### src/snake_vga_pkg.sv
package snake_vga_pkg;

  // --------------------------------------------------------------------------
  // 640x480 timing, counted in 50 MHz clocks (two clocks per pixel)
  // --------------------------------------------------------------------------
  localparam logic [10:0] H_ACTIVE = 11'd1280;
  localparam logic [10:0] H_FRONT  = 11'd32;
  localparam logic [10:0] H_SYNC   = 11'd192;
  localparam logic [10:0] H_BACK   = 11'd96;
  localparam logic [10:0] H_TOTAL  = H_ACTIVE + H_FRONT + H_SYNC + H_BACK;

  // vertical, counted in lines
  localparam logic [9:0] V_ACTIVE = 10'd480;
  localparam logic [9:0] V_FRONT  = 10'd10;
  localparam logic [9:0] V_SYNC   = 10'd2;
  localparam logic [9:0] V_BACK   = 10'd33;
  localparam logic [9:0] V_TOTAL  = V_ACTIVE + V_FRONT + V_SYNC + V_BACK;

  // --------------------------------------------------------------------------
  // tile grid and sprite geometry
  // --------------------------------------------------------------------------
  localparam int TILE_COLS    = 40;
  localparam int TILE_ROWS    = 30;
  localparam int COL_W        = 6;
  localparam int ROW_W        = 5;
  localparam int MAP_DEPTH    = TILE_COLS * TILE_ROWS;
  localparam int MAP_AW       = 11;
  localparam int TILE_PIX     = 16;
  localparam int TILE_OFF_W   = $clog2(TILE_PIX);
  localparam int SPRITE_W     = 8;
  localparam int SPRITE_NUM   = 3;
  localparam int SPRITE_DEPTH = SPRITE_NUM * SPRITE_W * SPRITE_W;
  localparam int SPRITE_AW    = 8;
  // counter to colour, in clocks
  localparam int PIPE_DEPTH   = 3;

  // tile code minus one selects the sprite
  typedef enum logic [1:0] {
    tile_empty = 2'd0,
    tile_apple = 2'd1,
    tile_head  = 2'd2,
    tile_wall  = 2'd3
  } tile_kind_e;

  // host register map
  typedef enum logic [2:0] {
    reg_col  = 3'd0,
    reg_row  = 3'd1,
    reg_tile = 3'd2,
    reg_bg_r = 3'd3,
    reg_bg_g = 3'd4,
    reg_bg_b = 3'd5
  } reg_addr_e;

  typedef struct packed {
    logic [10:0] hcount;
    logic [9:0]  vcount;
  } vga_count_t;

  // all active low except pix_clk
  typedef struct packed {
    logic pix_clk;
    logic hs;
    logic vs;
    logic blank_n;
  } vga_sync_t;

  // sync state while idle or out of reset
  localparam vga_sync_t SYNC_IDLE = '{pix_clk: 1'b0, hs: 1'b1, vs: 1'b1, blank_n: 1'b0};

  typedef struct packed {
    logic       chipselect;
    logic       write;
    reg_addr_e  address;
    logic [7:0] writedata;
  } host_bus_t;

  typedef struct packed {
    logic              en;
    logic [MAP_AW-1:0] addr;
    tile_kind_e        kind;
  } map_write_t;

  typedef struct packed {
    logic [7:0] r;
    logic [7:0] g;
    logic [7:0] b;
  } rgb_t;

  // row-major tile address, row * 40 + col
  function automatic logic [MAP_AW-1:0] tile_index(input logic [COL_W-1:0] col,
                                                   input logic [ROW_W-1:0] row);
    logic [MAP_AW-1:0] row_ext;
    row_ext = MAP_AW'(row);
    return row_ext * MAP_AW'(TILE_COLS) + MAP_AW'(col);
  endfunction

endpackage

### src/tile_map_writer.sv
`timescale 1ns/10ps

module tile_map_writer
  import snake_vga_pkg::*;
(
  input  logic       clk,
  input  logic       reset,
  input  host_bus_t  bus,
  output logic       waitrequest,
  output map_write_t map_wr,
  output rgb_t       background
);

  typedef enum logic {
    clearing,
    ready
  } writer_state_e;

  writer_state_e     state;
  logic [MAP_AW-1:0] sweep_cnt;
  logic              sweep_last;
  logic [7:0]        col_q;
  logic [7:0]        row_q;
  logic              cursor_in_grid;
  logic              bus_write;

  // --------------------------------------------------------------------------
  // clear sweep after reset
  // --------------------------------------------------------------------------
  assign sweep_last  = sweep_cnt == MAP_AW'(MAP_DEPTH - 1);
  // host held off for the whole sweep
  assign waitrequest = state == clearing;

  always_ff @(posedge clk or posedge reset) begin
    if (reset) begin
      state     <= clearing;
      sweep_cnt <= '0;
    end else if (state == clearing) begin
      sweep_cnt <= sweep_cnt + 1'b1;
      if (sweep_last) begin
        state <= ready;
      end
    end
  end

  // --------------------------------------------------------------------------
  // register decode
  // --------------------------------------------------------------------------
  // write accepted only once the sweep is done
  assign bus_write      = bus.chipselect && bus.write && (state == ready);
  assign cursor_in_grid = (col_q < TILE_COLS) && (row_q < TILE_ROWS);

  always_ff @(posedge clk or posedge reset) begin
    if (reset) begin
      col_q      <= '0;
      row_q      <= '0;
      background <= '0;
    end else if (bus_write) begin
      case (bus.address)
        reg_col:  col_q <= bus.writedata;
        reg_row:  row_q <= bus.writedata;
        reg_bg_r: background.r <= bus.writedata;
        reg_bg_g: background.g <= bus.writedata;
        reg_bg_b: background.b <= bus.writedata;
        default:  ;
      endcase
    end
  end

  // map write port, registered; sweep has priority over the host
  always_ff @(posedge clk or posedge reset) begin
    if (reset) begin
      map_wr <= '0;
    end else if (state == clearing) begin
      map_wr <= '{en: 1'b1, addr: sweep_cnt, kind: tile_empty};
    end else if (bus_write && bus.address == reg_tile) begin
      // off-grid cursor drops the write
      map_wr <= '{en:   cursor_in_grid,
                  addr: tile_index(col_q[COL_W-1:0], row_q[ROW_W-1:0]),
                  kind: tile_kind_e'(bus.writedata[1:0])};
    end else begin
      map_wr.en <= 1'b0;
    end
  end

endmodule

### config.mk
export PLATFORM = sky130hd
export DESIGN_NAME = tile_map_writer
export DESIGN_NICKNAME = d
export VERILOG_FILES = /design/src/snake_vga_pkg.sv /design/src/tile_map_writer.sv
export SDC_FILE = /design/constraint.sdc
export NUM_CORES = 1
export LEC_CHECK = 0
export ABC_AREA = 1
export BUFFER_PORTS_ARGS = -buffer_cell sky130_fd_sc_hd__buf_2
export CAP_MARGIN = 20
export CORE_MARGIN = 1.5
export CORE_UTILIZATION = 45
export CTS_CLUSTER_DIAMETER = 50
export CTS_CLUSTER_SIZE = 25
export DETAILED_ROUTE_END_ITERATION = 6
export PLACE_DENSITY = 0.65
export RECOVER_POWER = 100
export SKIP_CTS_REPAIR_TIMING = 1
export SYNTH_ARGS = -nofsm -noshare
export SYNTH_HDL_FRONTEND = slang
export SYNTH_SLANG_ARGS = --single-unit
### constraint.sdc
create_clock -name clk -period 5.5 [get_ports clk]
set_input_delay 0.825 -clock clk [delete_from_list [all_inputs] [get_ports clk]]
set_output_delay 0.825 -clock clk [all_outputs]
set_load 0.05 [all_outputs]
==> results.md, run 1 <==
* Syn_area_per_cell at 9.41 um^2
* Total GRT Usage at 19.4%
* RSZ-0062 raised after global routing: false
* Post-synth top area share at 52.9%
* Worst setup EP type: output port
* Area contributors post-synth: dfrtp_1 53%, nand2_1 9.7%, ha_1 4.0%
* Final period util at 51.5%
* Worst hold start: map_wr[5]
* H-Tree Level Count at 3
* Vias in the first global route at 2333
* Gr ovfl total at 0
* Worst-Margin Slew at 966 ps
* Crit-path leading delay family: buffers and inverters
* I/O pin count at 54
* Largest net degree at the start of global routing at 67
* Tot Pwr at 0.937 mW
* Placed cells at 459
* Syn-to-layout area delta at 11.1%
* Routed wire length at 6.41 mm
* Seq. cell area at 1650 um^2
* Die Height at 86.3 um
* Ys async rst share at 100%
* Share of layout cells above drive strength 1 at 10.1%
* Multi-input gate area at 1150 um^2
* Post-synth EDFFs at 0
* CP Data Required Time at 4680 ps
* Min Tclk post-route at 2830 ps
* Netlist cell types at 34
* Non-Filler Instances at 475
* WP data arrival at 2010 ps
* Post-synthesis sequential area ratio at 52.9%
* Yosys warns at 0
* Clock slew at reported path FFs at 80 ps
* WS Path Type: reg2out
* WP buf/inv at 2
* CTS tree: yes
* Critical path peak fanout at 15
* Post-layout util at 51.4%
* Setup Skew at 9.51 ps
* Hold Vio Cnt, Final at 0
* Worst-case clock buffer depth at 2
* # diodes at 0
* Startpoint Class: register
* # fillers at 704
* Starting Density at 46.2%
* Max_cap viols at 0
* Initial antenna violation count at 0
* Syn Inst Count at 332
* Sum Neg Setup Slack at 0 ps
* Placer congestion estimate at 0.786
* Critical path's slowest cell: dfrtp_1
* Post-detail-place hpwl at 4.59 mm
* Post-DR wirelength/cell at 13.5 um
* Clock Root Buffer: clkbuf_8
* Die width at 86.3 um
* Max-slew violations at 0
* Yosys top cell by area: dfrtp_1
* Worst slew margin at 35.4%
* Total Die Area at 7450 um^2
* Register bit total from synthesis at 66
* CTS buffer count at 9
* Syn nets at 359
* Routed via count at 2379
* Buffers on Ports at 53
* Core footprint at 6760 um^2
* Std cell rows at 30
* Peak supply drop at 0.138 mV
* Outcome: finished, final reports clean
* Final setup viols at 0
* DR pass1 iterations at 4
* Drc violations at 0
* Worst Hold Class: reg2reg
* Clock sinks at 66
* Worst r2r src: state
* Post-Syn Area at 3120 um^2
* 1st-iter DRT viols at 126
* CP peak stage delay at 620 ps
* Post-DRT Antenna Nets at 0
* Worst-Skew Late Latency at 350 ps
* Layout net count at 417
* Fmax at 353 MHz
* Vias per cell at 5.01
* Worst Setup SP: state
* Worst-path cell chain: clkinvlp_2, clkbuf_1
* Prevailing post-synth register cell: dfrtp_1
* PwrDens at 270 nW/um^2
* Leak Pwr at 1.76 nW
* First-pass GRT wire length at 11.0 mm
==> worst reg2reg max path, stage by stage (launching register included) <==
cell and delay [ps]:
dfrtp_1 620, nand3_1 220, nor2_1 260, nand3_1 420, nand2_1 300, inv_1 190, nand2_1 90, o21ai_0 80
==> path summary, 6_finish.rpt <==
| check | to | slack (ps) | depth (start not counted) |
|---|---|---|---|
| worst max register to register | map_wr[0] | 3180 | 7 |
| min in group asynchronous | background[1] | 710 | 3 |
| worst min-delay path | map_wr[5] | 480 | 2 |
| max in group asynchronous | col_q[7] | 4260 | 3 |
| worst min register to register | map_wr[5] | 480 | 2 |
| worst max-delay path | waitrequest | 2670 | 2 |
==> stage by stage <==
stage / area (um^2) / setup WS (ps) / hold WS, ps
CTS: 3650 / 3170 / 483
floorplan: 3120 / 3020 / 456
global placement: 3440 / 3450 / 461
finish: 3470 / 2670 / 484
detailed placement: 3440 / 3380 / 464
global route: 3470 / 2510 / 511
==> layout make-up <==
| cell class | count | share of cell area (%) |
|---|---|---|
| clock inverter | 5 | 1.77 |
| multi-input combinational | 224 | 33.1 |
| inverter | 35 | 3.86 |
| tap | 80 | 2.88 |
| sequential | 66 | 47.6 |
| clock buffer | 11 | 4.36 |
| timing repair buffer | 54 | 6.45 |
==> synthesized netlist by cell type, types with 3 or more instances <==
cell type  instances
xnor2_1            3
o21ai_1           16
nor2_4             3
ha_1              10
nor2_1            22
nand4_1            6
nand2_2            3
a21oi_1           11
dfrtp_1           66
nor3_1             3
o21ai_2           14
nand3_2            5
buf_6              3
inv_1             31
o21ai_0           13
nand3_1           19
nand2_1           81
xor2_1             3
==> metal layers <==
| layer | track usage [%] | wire length (um) | vias to the layer above |
|---|---|---|---|
| met5 | 0 | 0 | - |
| met2 | 30.4 | 2970 | 46 |
| met3 | 6.38 | 303 | 4 |
| met4 | 7.48 | 53 | 0 |
| li1 | - | - | 1198 |
| met1 | 25.2 | 3090 | 1131 |
==> state kept, by name (all words and copies together), names as in the netlist <==
signal / cells
background: 24
col_q: 8
map_wr: 14
sweep_cnt: 11
state: 1
row_q: 8
==> cell usage in the layout (no fill, tap or decap) <==
cell type    n
nand3_1     24
fa_1         2
nand4_1      7
clkinvlp_4   3
xor2_1       3
inv_6        1
clkinvlp_2   2
ha_1        10
bufinv_16    1
o22ai_1      1
nor2_4       1
dfrtp_1     66
clkbuf_1    39
nor3_2       1
buf_2       14
clkbuf_8    11
nand2_2      1
nand3_2      1
buf_4        1
o21ai_2      1
o21ai_0     38
nand2_1     84
xnor2_1      3
a22oi_1      1
o21ai_1      4
a21oi_1     11
inv_1       32
or2_2        1
nor2_1      25
nor3_1       4
a31oi_1      1
inv_2        1
==> kinds of logic (layout without fill, tap and decap cells) <==
kind of cell | count (synthesis) | in the layout | synth area share [%]
simple gates | 149 | 149 | 23.0
flops | 66 | 66 | 52.9
compound gates | 57 | 57 | 11.0
buf+inv | 42 | 105 | 6.21
fa+ha+maj | 12 | 12 | 5.29
xor+xnor | 6 | 6 | 1.68
==> power by group <==
group          internal, mW  total, mW  switching [mW]
clock                 0.236      0.430           0.195
combinational       0.00476     0.0217          0.0170
sequential            0.485      0.485               0
total                 0.725      0.937           0.211
No activity file was read; power rests on OpenSTA's default activity.
==> run 2: changes to the inputs <==
--- a/config.mk
+++ b/config.mk
@@ -5,7 +5,7 @@
 export SDC_FILE = /design/constraint.sdc
 export NUM_CORES = 1
 export LEC_CHECK = 0
-export ABC_AREA = 1
+export ABC_AREA = 0
 export BUFFER_PORTS_ARGS = -buffer_cell sky130_fd_sc_hd__buf_2
 export CAP_MARGIN = 20
 export CORE_MARGIN = 1.5
@@ -13,7 +13,7 @@
 export CTS_CLUSTER_DIAMETER = 50
 export CTS_CLUSTER_SIZE = 25
 export DETAILED_ROUTE_END_ITERATION = 6
-export PLACE_DENSITY = 0.65
+export PLACE_DENSITY = 0.68
 export RECOVER_POWER = 100
 export SKIP_CTS_REPAIR_TIMING = 1
 export SYNTH_ARGS = -nofsm -noshare
==> constraint.sdc (replaced) <==
create_clock -name clk -period 2.3 [get_ports clk]
set_input_delay 0.345 -clock clk [delete_from_list [all_inputs] [get_ports clk]]
set_output_delay 0.345 -clock clk [all_outputs]
set_load 0.05 [all_outputs]
==> run 2 against run 1 <==
The run now ends with DRC left. Via count shrank 14%. Synthesized cell count fell by 32%. Global-route usage decreased by 1.1 points. Cell count down 21%. Clock power is 150% higher. Setup slack lost 2600 ps. Register-to-register slack worse by 3100 ps. Critical path type is now reg2reg. Highest routed layer unchanged.
==> results.md, run 2 <==
* Worst-Skew Late Latency at 330 ps (-20 ps)
* Total GRT Usage at 18.3% (-1.1 points)
* Syn nets at 254 (-29%)
* Layout net count at 322 (-23%)
* DR pass1 iterations at 6 (+2)
* Final instance area at 3580 um^2 (+3.2%)
* Outcome: finished, violations left
* Die Height at 85.7 um (-0.74%)
* Worst slew margin at 3.67% (-32 points)
* Post-DRT Antenna Nets at 0 (unchanged)
* 1st-iter DRT viols at 54 (-57%)
* Post-synthesis sequential area ratio at 53.7% (+0.82 points)
* Max-slew violations at 0 (unchanged)
* CP Data Required Time at 2520 ps (-2160 ps)
* I/O pin count at 54 (unchanged)
* Largest regs: background x24, map_wr x14, sweep_cnt x11
* Netlist cell types at 44 (+29%)
* Placer congestion estimate at 0.781 (-0.55%)
* CTS tree: yes
* Largest net degree at the start of global routing at 40 (-40%)
* Hold Vio Cnt, Final at 0 (unchanged)
* WP data arrival at 2430 ps (+420 ps)
* Vias per cell at 5.41 (+8.1%)
* Register bit total from synthesis at 66 (unchanged)
* Final setup viols at 0 (unchanged)
* Ys async rst share at 100% (unchanged)
* Std cell rows at 29 (-3.3%)
* Vias in the first global route at 2091 (-10%)
* Post-synth top area share at 53.7% (+0.82 points)
* Multi-input gate area at 1310 um^2 (+14%)
* Drc violations at 4 (+4)
* Post-detail-place hpwl at 4.49 mm (-2.1%)
* PwrDens at 635 nW/um^2 (+140%)
* # fillers at 595 (-15%)
* Buffers on Ports at 53 (unchanged)
* Leak Pwr at 1.75 nW (-0.74%)
* Worst setup EP type: register
* WS Path Type: reg2reg
* Post-layout util at 55.5% (+4.1 points)
* Most common cell in the netlist: dfrtp_1
* Starting Density at 47.6% (+1.4 points)
* Most frequent cells after synthesis: 66 x dfrtp_1, 32 x mux2_2, 14 x xnor2_1
* Tot Pwr at 2.28 mW (+140%)
* Post-DR wirelength/cell at 16.4 um (+21%)
* Critical path peak fanout at 3 (-12)
* Total Die Area at 7340 um^2 (-1.5%)
* Most frequent cells in the layout: 66 x dfrtp_1, 43 x clkbuf_1, 32 x mux2_2
* Yosys top cell by area: dfrtp_1
* Syn Inst Count at 227 (-32%)
* First-pass GRT wire length at 10.2 mm (-7.2%)
* Worst-case clock buffer depth at 2 (unchanged)
* Most common cell after layout, fill and taps aside: dfrtp_1
* Worst Hold Class: in2reg
* Clock Root Buffer: clkbuf_8
* Worst-Margin Slew at 1450 ps (+479 ps)
* Initial antenna violation count at 0 (unchanged)
* Syn-to-layout area delta at 16.5%
* CTS buffer count at 9 (unchanged)
* Fmax at 452 MHz
* Prevailing post-synth register cell: dfrtp_1
* H-Tree Level Count at 3 (unchanged)
* Clock sinks at 66 (unchanged)
* Sum Neg Setup Slack at 0 ps (unchanged)
* Routed wire length at 6.17 mm (-3.9%)
* Post-synth EDFFs at 0 (unchanged)
* Yosys warns at 0 (unchanged)
* Largest reg by FF count: background
* RSZ-0062 raised after global routing: false
* Number of flip-flops under the largest register name at 24 (unchanged)
* Area contributors post-synth: dfrtp_1 54%, mux2_2 12%, ha_1 4.1%
* # diodes at 0 (unchanged)
* Seq. cell area at 1650 um^2 (unchanged)
* Core footprint at 6460 um^2 (-4.4%)
* Setup Skew at 5.10 ps (-4.40 ps)
* Failing checks: DRC
* Placed Area at 3450 um^2 (+0.44%)
* Clock slew at reported path FFs at 70 ps (about the same)
* Peak supply drop at 0.453 mV (+230%)
* Syn_area_per_cell at 13.5 um^2 (+44%)
* Share of layout cells above drive strength 1 at 25.7% (+16 points)
* Min Tclk post-route at 2210 ps
* Final period util at 96.3%
* Max_cap viols at 0 (unchanged)
* Startpoint Class: register
* Gr ovfl total at 0 (unchanged)
* Routed via count at 2041 (-14%)
* Die width at 85.7 um (-0.74%)
* Post-Syn Area at 3080 um^2 (-1.5%)
run 2: cell types whose count changed in the layout (fill, tap and decap cells not counted), sizes merged, moves of 5 or more:
cell,change
a21oi,-5
and3,+5
buf,+6
inv,-28
mux2,+40
nand2,-73
nand3,-20
nor2,-18
o21ai,-38
xnor2,+11
run 2: critical path: stages (launching register included):
cell and delay [ps]:
dfrtp_1 410, ha_4 260, ha_4 160, fa_2 580, o211ai_1 90, nor2_1 180, xnor2_1 100, a221o_1 320
run 2: power breakdown:
group          switching, mW  internal, mW
Sequential                 0          1.16
Combinational         0.0392        0.0120
Clock                  0.429         0.636
run 2: path summary, 6_finish.rpt:
kind / end / cells past startpoint / slack (ps) / from
min in group asynchronous: background[1] / 3 / 330 / reset
setup / recovery: map_wr[10] / 7 / 90 / row_q[1]
setup reg to reg: map_wr[10] / 7 / 90 / row_q[1]
hold / removal: row_q[4] / 3 / 270 / bus[4]
hold reg to reg: map_wr[6] / 1 / 480 / map_wr[6]
max in group asynchronous: map_wr[8] / 3 / 940 / reset
run 2: cell type report:
| type | instances | share of cell area (%) |
|---|---|---|
| sequential | 66 | 46.1 |
| multi-input combinational | 148 | 36.5 |
| timing repair buffer | 64 | 7.96 |
| clock buffer | 11 | 3.95 |
| tap | 77 | 2.69 |
| clock inverter | 5 | 2.16 |
| inverter | 6 | 0.628 |
run 2: routing by layer:
metal,global-route usage [%],wire (um),vias up
met1,24.2,2910,1028
li1,-,-,958
met3,6.93,310,5
met4,4.84,40,0
met2,28.3,2910,50
met5,0,0,-
run 2: per-stage QoR:
step / hold slack [ps] / instances / worst slack, ps
after floorplan: 450 / 227 / 82.0
after global placement: 435 / 358 / 105
after detailed placement: 440 / 358 / 27.4
after CTS: 74.1 / 374 / -15.5
after global routing: 277 / 377 / 2.13
final: 273 / 377 / 86.0
run 2: logic make-up (layout without fill, tap and decap cells):
group | count (synthesis) | after routing | synth area share [%]
xor gates and xnor gates | 17 | 17 | 5.29
DFF | 66 | 66 | 53.7
muxes | 40 | 40 | 15.6
buffers and inverters | 13 | 86 | 2.20
adders and majority gates | 12 | 12 | 5.37
and+or+nand+nor | 50 | 50 | 11.2
AOI/OAI and AO/OA | 29 | 29 | 6.63
==> run 3: changes to the inputs <==
--- a/config.mk
+++ b/config.mk
@@ -9,11 +9,11 @@
 export BUFFER_PORTS_ARGS = -buffer_cell sky130_fd_sc_hd__buf_2
 export CAP_MARGIN = 20
 export CORE_MARGIN = 1.5
-export CORE_UTILIZATION = 45
+export CORE_UTILIZATION = 28
 export CTS_CLUSTER_DIAMETER = 50
 export CTS_CLUSTER_SIZE = 25
 export DETAILED_ROUTE_END_ITERATION = 6
-export PLACE_DENSITY = 0.68
+export PLACE_DENSITY = 0.46
 export RECOVER_POWER = 100
 export SKIP_CTS_REPAIR_TIMING = 1
 export SYNTH_ARGS = -nofsm -noshare
==> run 3 against run 2 <==
The run now ends clean. Sequential power hardly changed. Wire length is 8.6% higher. Utilization fell by 22 points. Via count fell by 1.9%. Clock skew is 3.9 ps higher. Register-to-register slack barely moved. Global-route usage is 5.6 points lower. Setup slack is essentially flat. Hold slack worse by 180 ps. Cell count is 16% higher. Largest power group unchanged. Highest routed layer unchanged.
==> results.md, run 3 (synthesis gave the netlist of run 2 again) <==
* Outcome: finished, final reports clean
* Std cell rows at 38 (+31%)
* Routed wire length at 6.69 mm (+8.6%)
* Clock slew at reported path FFs at 70 ps (about the same)
* Leak Pwr at 1.75 nW (+0.24%)
* Total Die Area at 11600 um^2 (+58%)
* Critical path peak fanout at 2 (-1)
* Most common cell after layout, fill and taps aside: dfrtp_1
* Final instance area at 3630 um^2 (+1.3%)
* Largest net degree at the start of global routing at 50 (+25%)
* Post-DRT Antenna Nets at 0 (unchanged)
* Non-Filler Instances at 439 (+16%)
* I/O pin count at 54 (unchanged)
* Final period util at 96.3% (about the same)
* Post-detail-place hpwl at 4.96 mm (+10%)
* Layout net count at 321 (-0.31%)
* Die Height at 108 um (+26%)
* Drc violations at 0 (-4)
* Worst slew margin at 17.2% (+14 points)
* Min Tclk post-route at 2210 ps (+0.453 ps)
* Post-DR wirelength/cell at 15.2 um (-6.8%)
* Vias in the first global route at 2084 (-0.33%)
* Routed via count at 2002 (-1.9%)
* Worst-path cell chain: ha_1, ha_2, fa_2, xnor2_1, nor4bb_2, xnor3_1, o21ai_1
* Total GRT Usage at 12.6% (-5.6 points)
* # diodes at 0 (unchanged)
* H-Tree Level Count at 3 (unchanged)
* CTS tree: yes
* Fmax at 452 MHz (about the same)
* # fillers at 1120 (+88%)
* Sum Neg Setup Slack at 0 ps (unchanged)
* M1 WL at 3.29 mm (+13%)
* Buffers on Ports at 53 (unchanged)
* Placed Area at 3540 um^2 (+2.6%)
* WS Path Type: reg2reg
* Hold WS at 91.5 ps (-182 ps)
* Share of layout cells above drive strength 1 at 26.1% (+0.42 points)
* Worst Hold Class: in2async
* CP Data Required Time at 2570 ps (+50 ps)
* Met3 wire len at 274 um (-12%)
* Placed cells at 421 (+18%)
* DR WL met2 at 3.03 mm (+4.3%)
* Highest Signal Layer: met4
* Gr ovfl total at 0 (unchanged)
* Worst-Margin Slew at 1240 ps (-203 ps)
* Worst setup EP type: register
* Syn-to-layout area delta at 18.1%
* Worst-case clock buffer depth at 2 (unchanged)
* Most frequent cells in the layout: 66 x dfrtp_1, 40 x clkbuf_1, 32 x mux2_2
* Final setup viols at 0 (unchanged)
* Die width at 108 um (+26%)
* WP data arrival at 2490 ps (+60 ps)
* Placer congestion estimate at 0.743 (-4.9%)
* Startpoint Class: register
* Hold Vio Cnt, Final at 0 (unchanged)
* Clock sinks at 66 (unchanged)
* Worst-Skew Late Latency at 350 ps (+20 ps)
* Setup Skew at 9.02 ps (+3.92 ps)
* CP peak stage delay at 380 ps (-200 ps)
* Core footprint at 10800 um^2 (+67%)
* Post-layout util at 33.6% (-22 points)
* Largest reg by FF count: background
* Multi-input gate area at 1300 um^2 (-0.96%)
* WP buf/inv at 0 (unchanged)
* CTS buffer count at 9 (unchanged)
* Clock Root Buffer: clkbuf_8
* Initial antenna violation count at 0 (unchanged)
* 1st-iter DRT viols at 44 (-19%)
* Max_cap viols at 0 (unchanged)
* First-pass GRT wire length at 11.0 mm (+7.7%)
* PwrDens at 606 nW/um^2 (-4.6%)
* Crit-path leading delay family: adder cells
* Number of flip-flops under the largest register name at 24 (unchanged)
* Seq. cell area at 1650 um^2 (unchanged)
* Largest regs: background x24, map_wr x14, sweep_cnt x11
* Max-slew violations at 0 (unchanged)
* Vias per cell at 4.56 (-16%)
* DR pass1 iterations at 4 (-2)
* Peak supply drop at 0.326 mV (-28%)
* Critical path's slowest cell: dfrtp_1
* Starting Density at 28.5% (-19 points)
==> run 3: worst reg2reg max path: cells and delay by family (launching register included) <==
family	cells	cell delay, ps
and+or+nand+nor	1	360
xor gates and xnor gates	2	420
DFF	1	380
adders and majority gates	3	870
AOI/OAI and AO/OA	1	110
==> run 3: cell type report <==
| type | instances | area share, % |
|---|---|---|
| repair buffers | 63 | 7.79 |
| inverters | 6 | 0.620 |
| clock inverters | 6 | 1.79 |
| clock buffers | 10 | 3.79 |
| flip-flops and latches | 66 | 45.5 |
| multi-input cells | 148 | 35.7 |
| well taps | 140 | 4.82 |
==> run 3: path summary, 6_finish.rpt <==
path                            from          to  slack [ps]  cells past startpoint
min reg2reg                map_wr[5]   map_wr[5]         480                      1
max in group asynchronous      reset    row_q[0]         560                      3
min                            reset   map_wr[6]          90                      2
min in group clk              bus[0]   map_wr[0]         270                      3
max reg2reg                 row_q[1]  map_wr[11]          90                      7
max                         row_q[1]  map_wr[11]          90                      7
==> run 3: metal layers <==
layer  GRT usage, %  up-vias
met2           19.2       41
met3           3.93        8
met4           4.79        0
met1           16.8     1001
met5              0        -
li1               -      952
==> run 3: power by group <==
group	internal (mW)	switching (mW)	leakage (nW)
clock network	0.531	0.457	0.103
logic	0.0116	0.0403	0.760
registers	1.16	0	0.888
total	1.70	0.498	1.75
==> run 3: stage by stage <==
stage	setup WS [ps]	power, mW
2_1_floorplan	82.0	1.21
3_3_place_gp	72.9	1.25
3_5_place_dp	48.7	1.25
4_1_cts	19.4	2.26
5_1_grt	-9.57	2.31
6_report	85.5	2.20
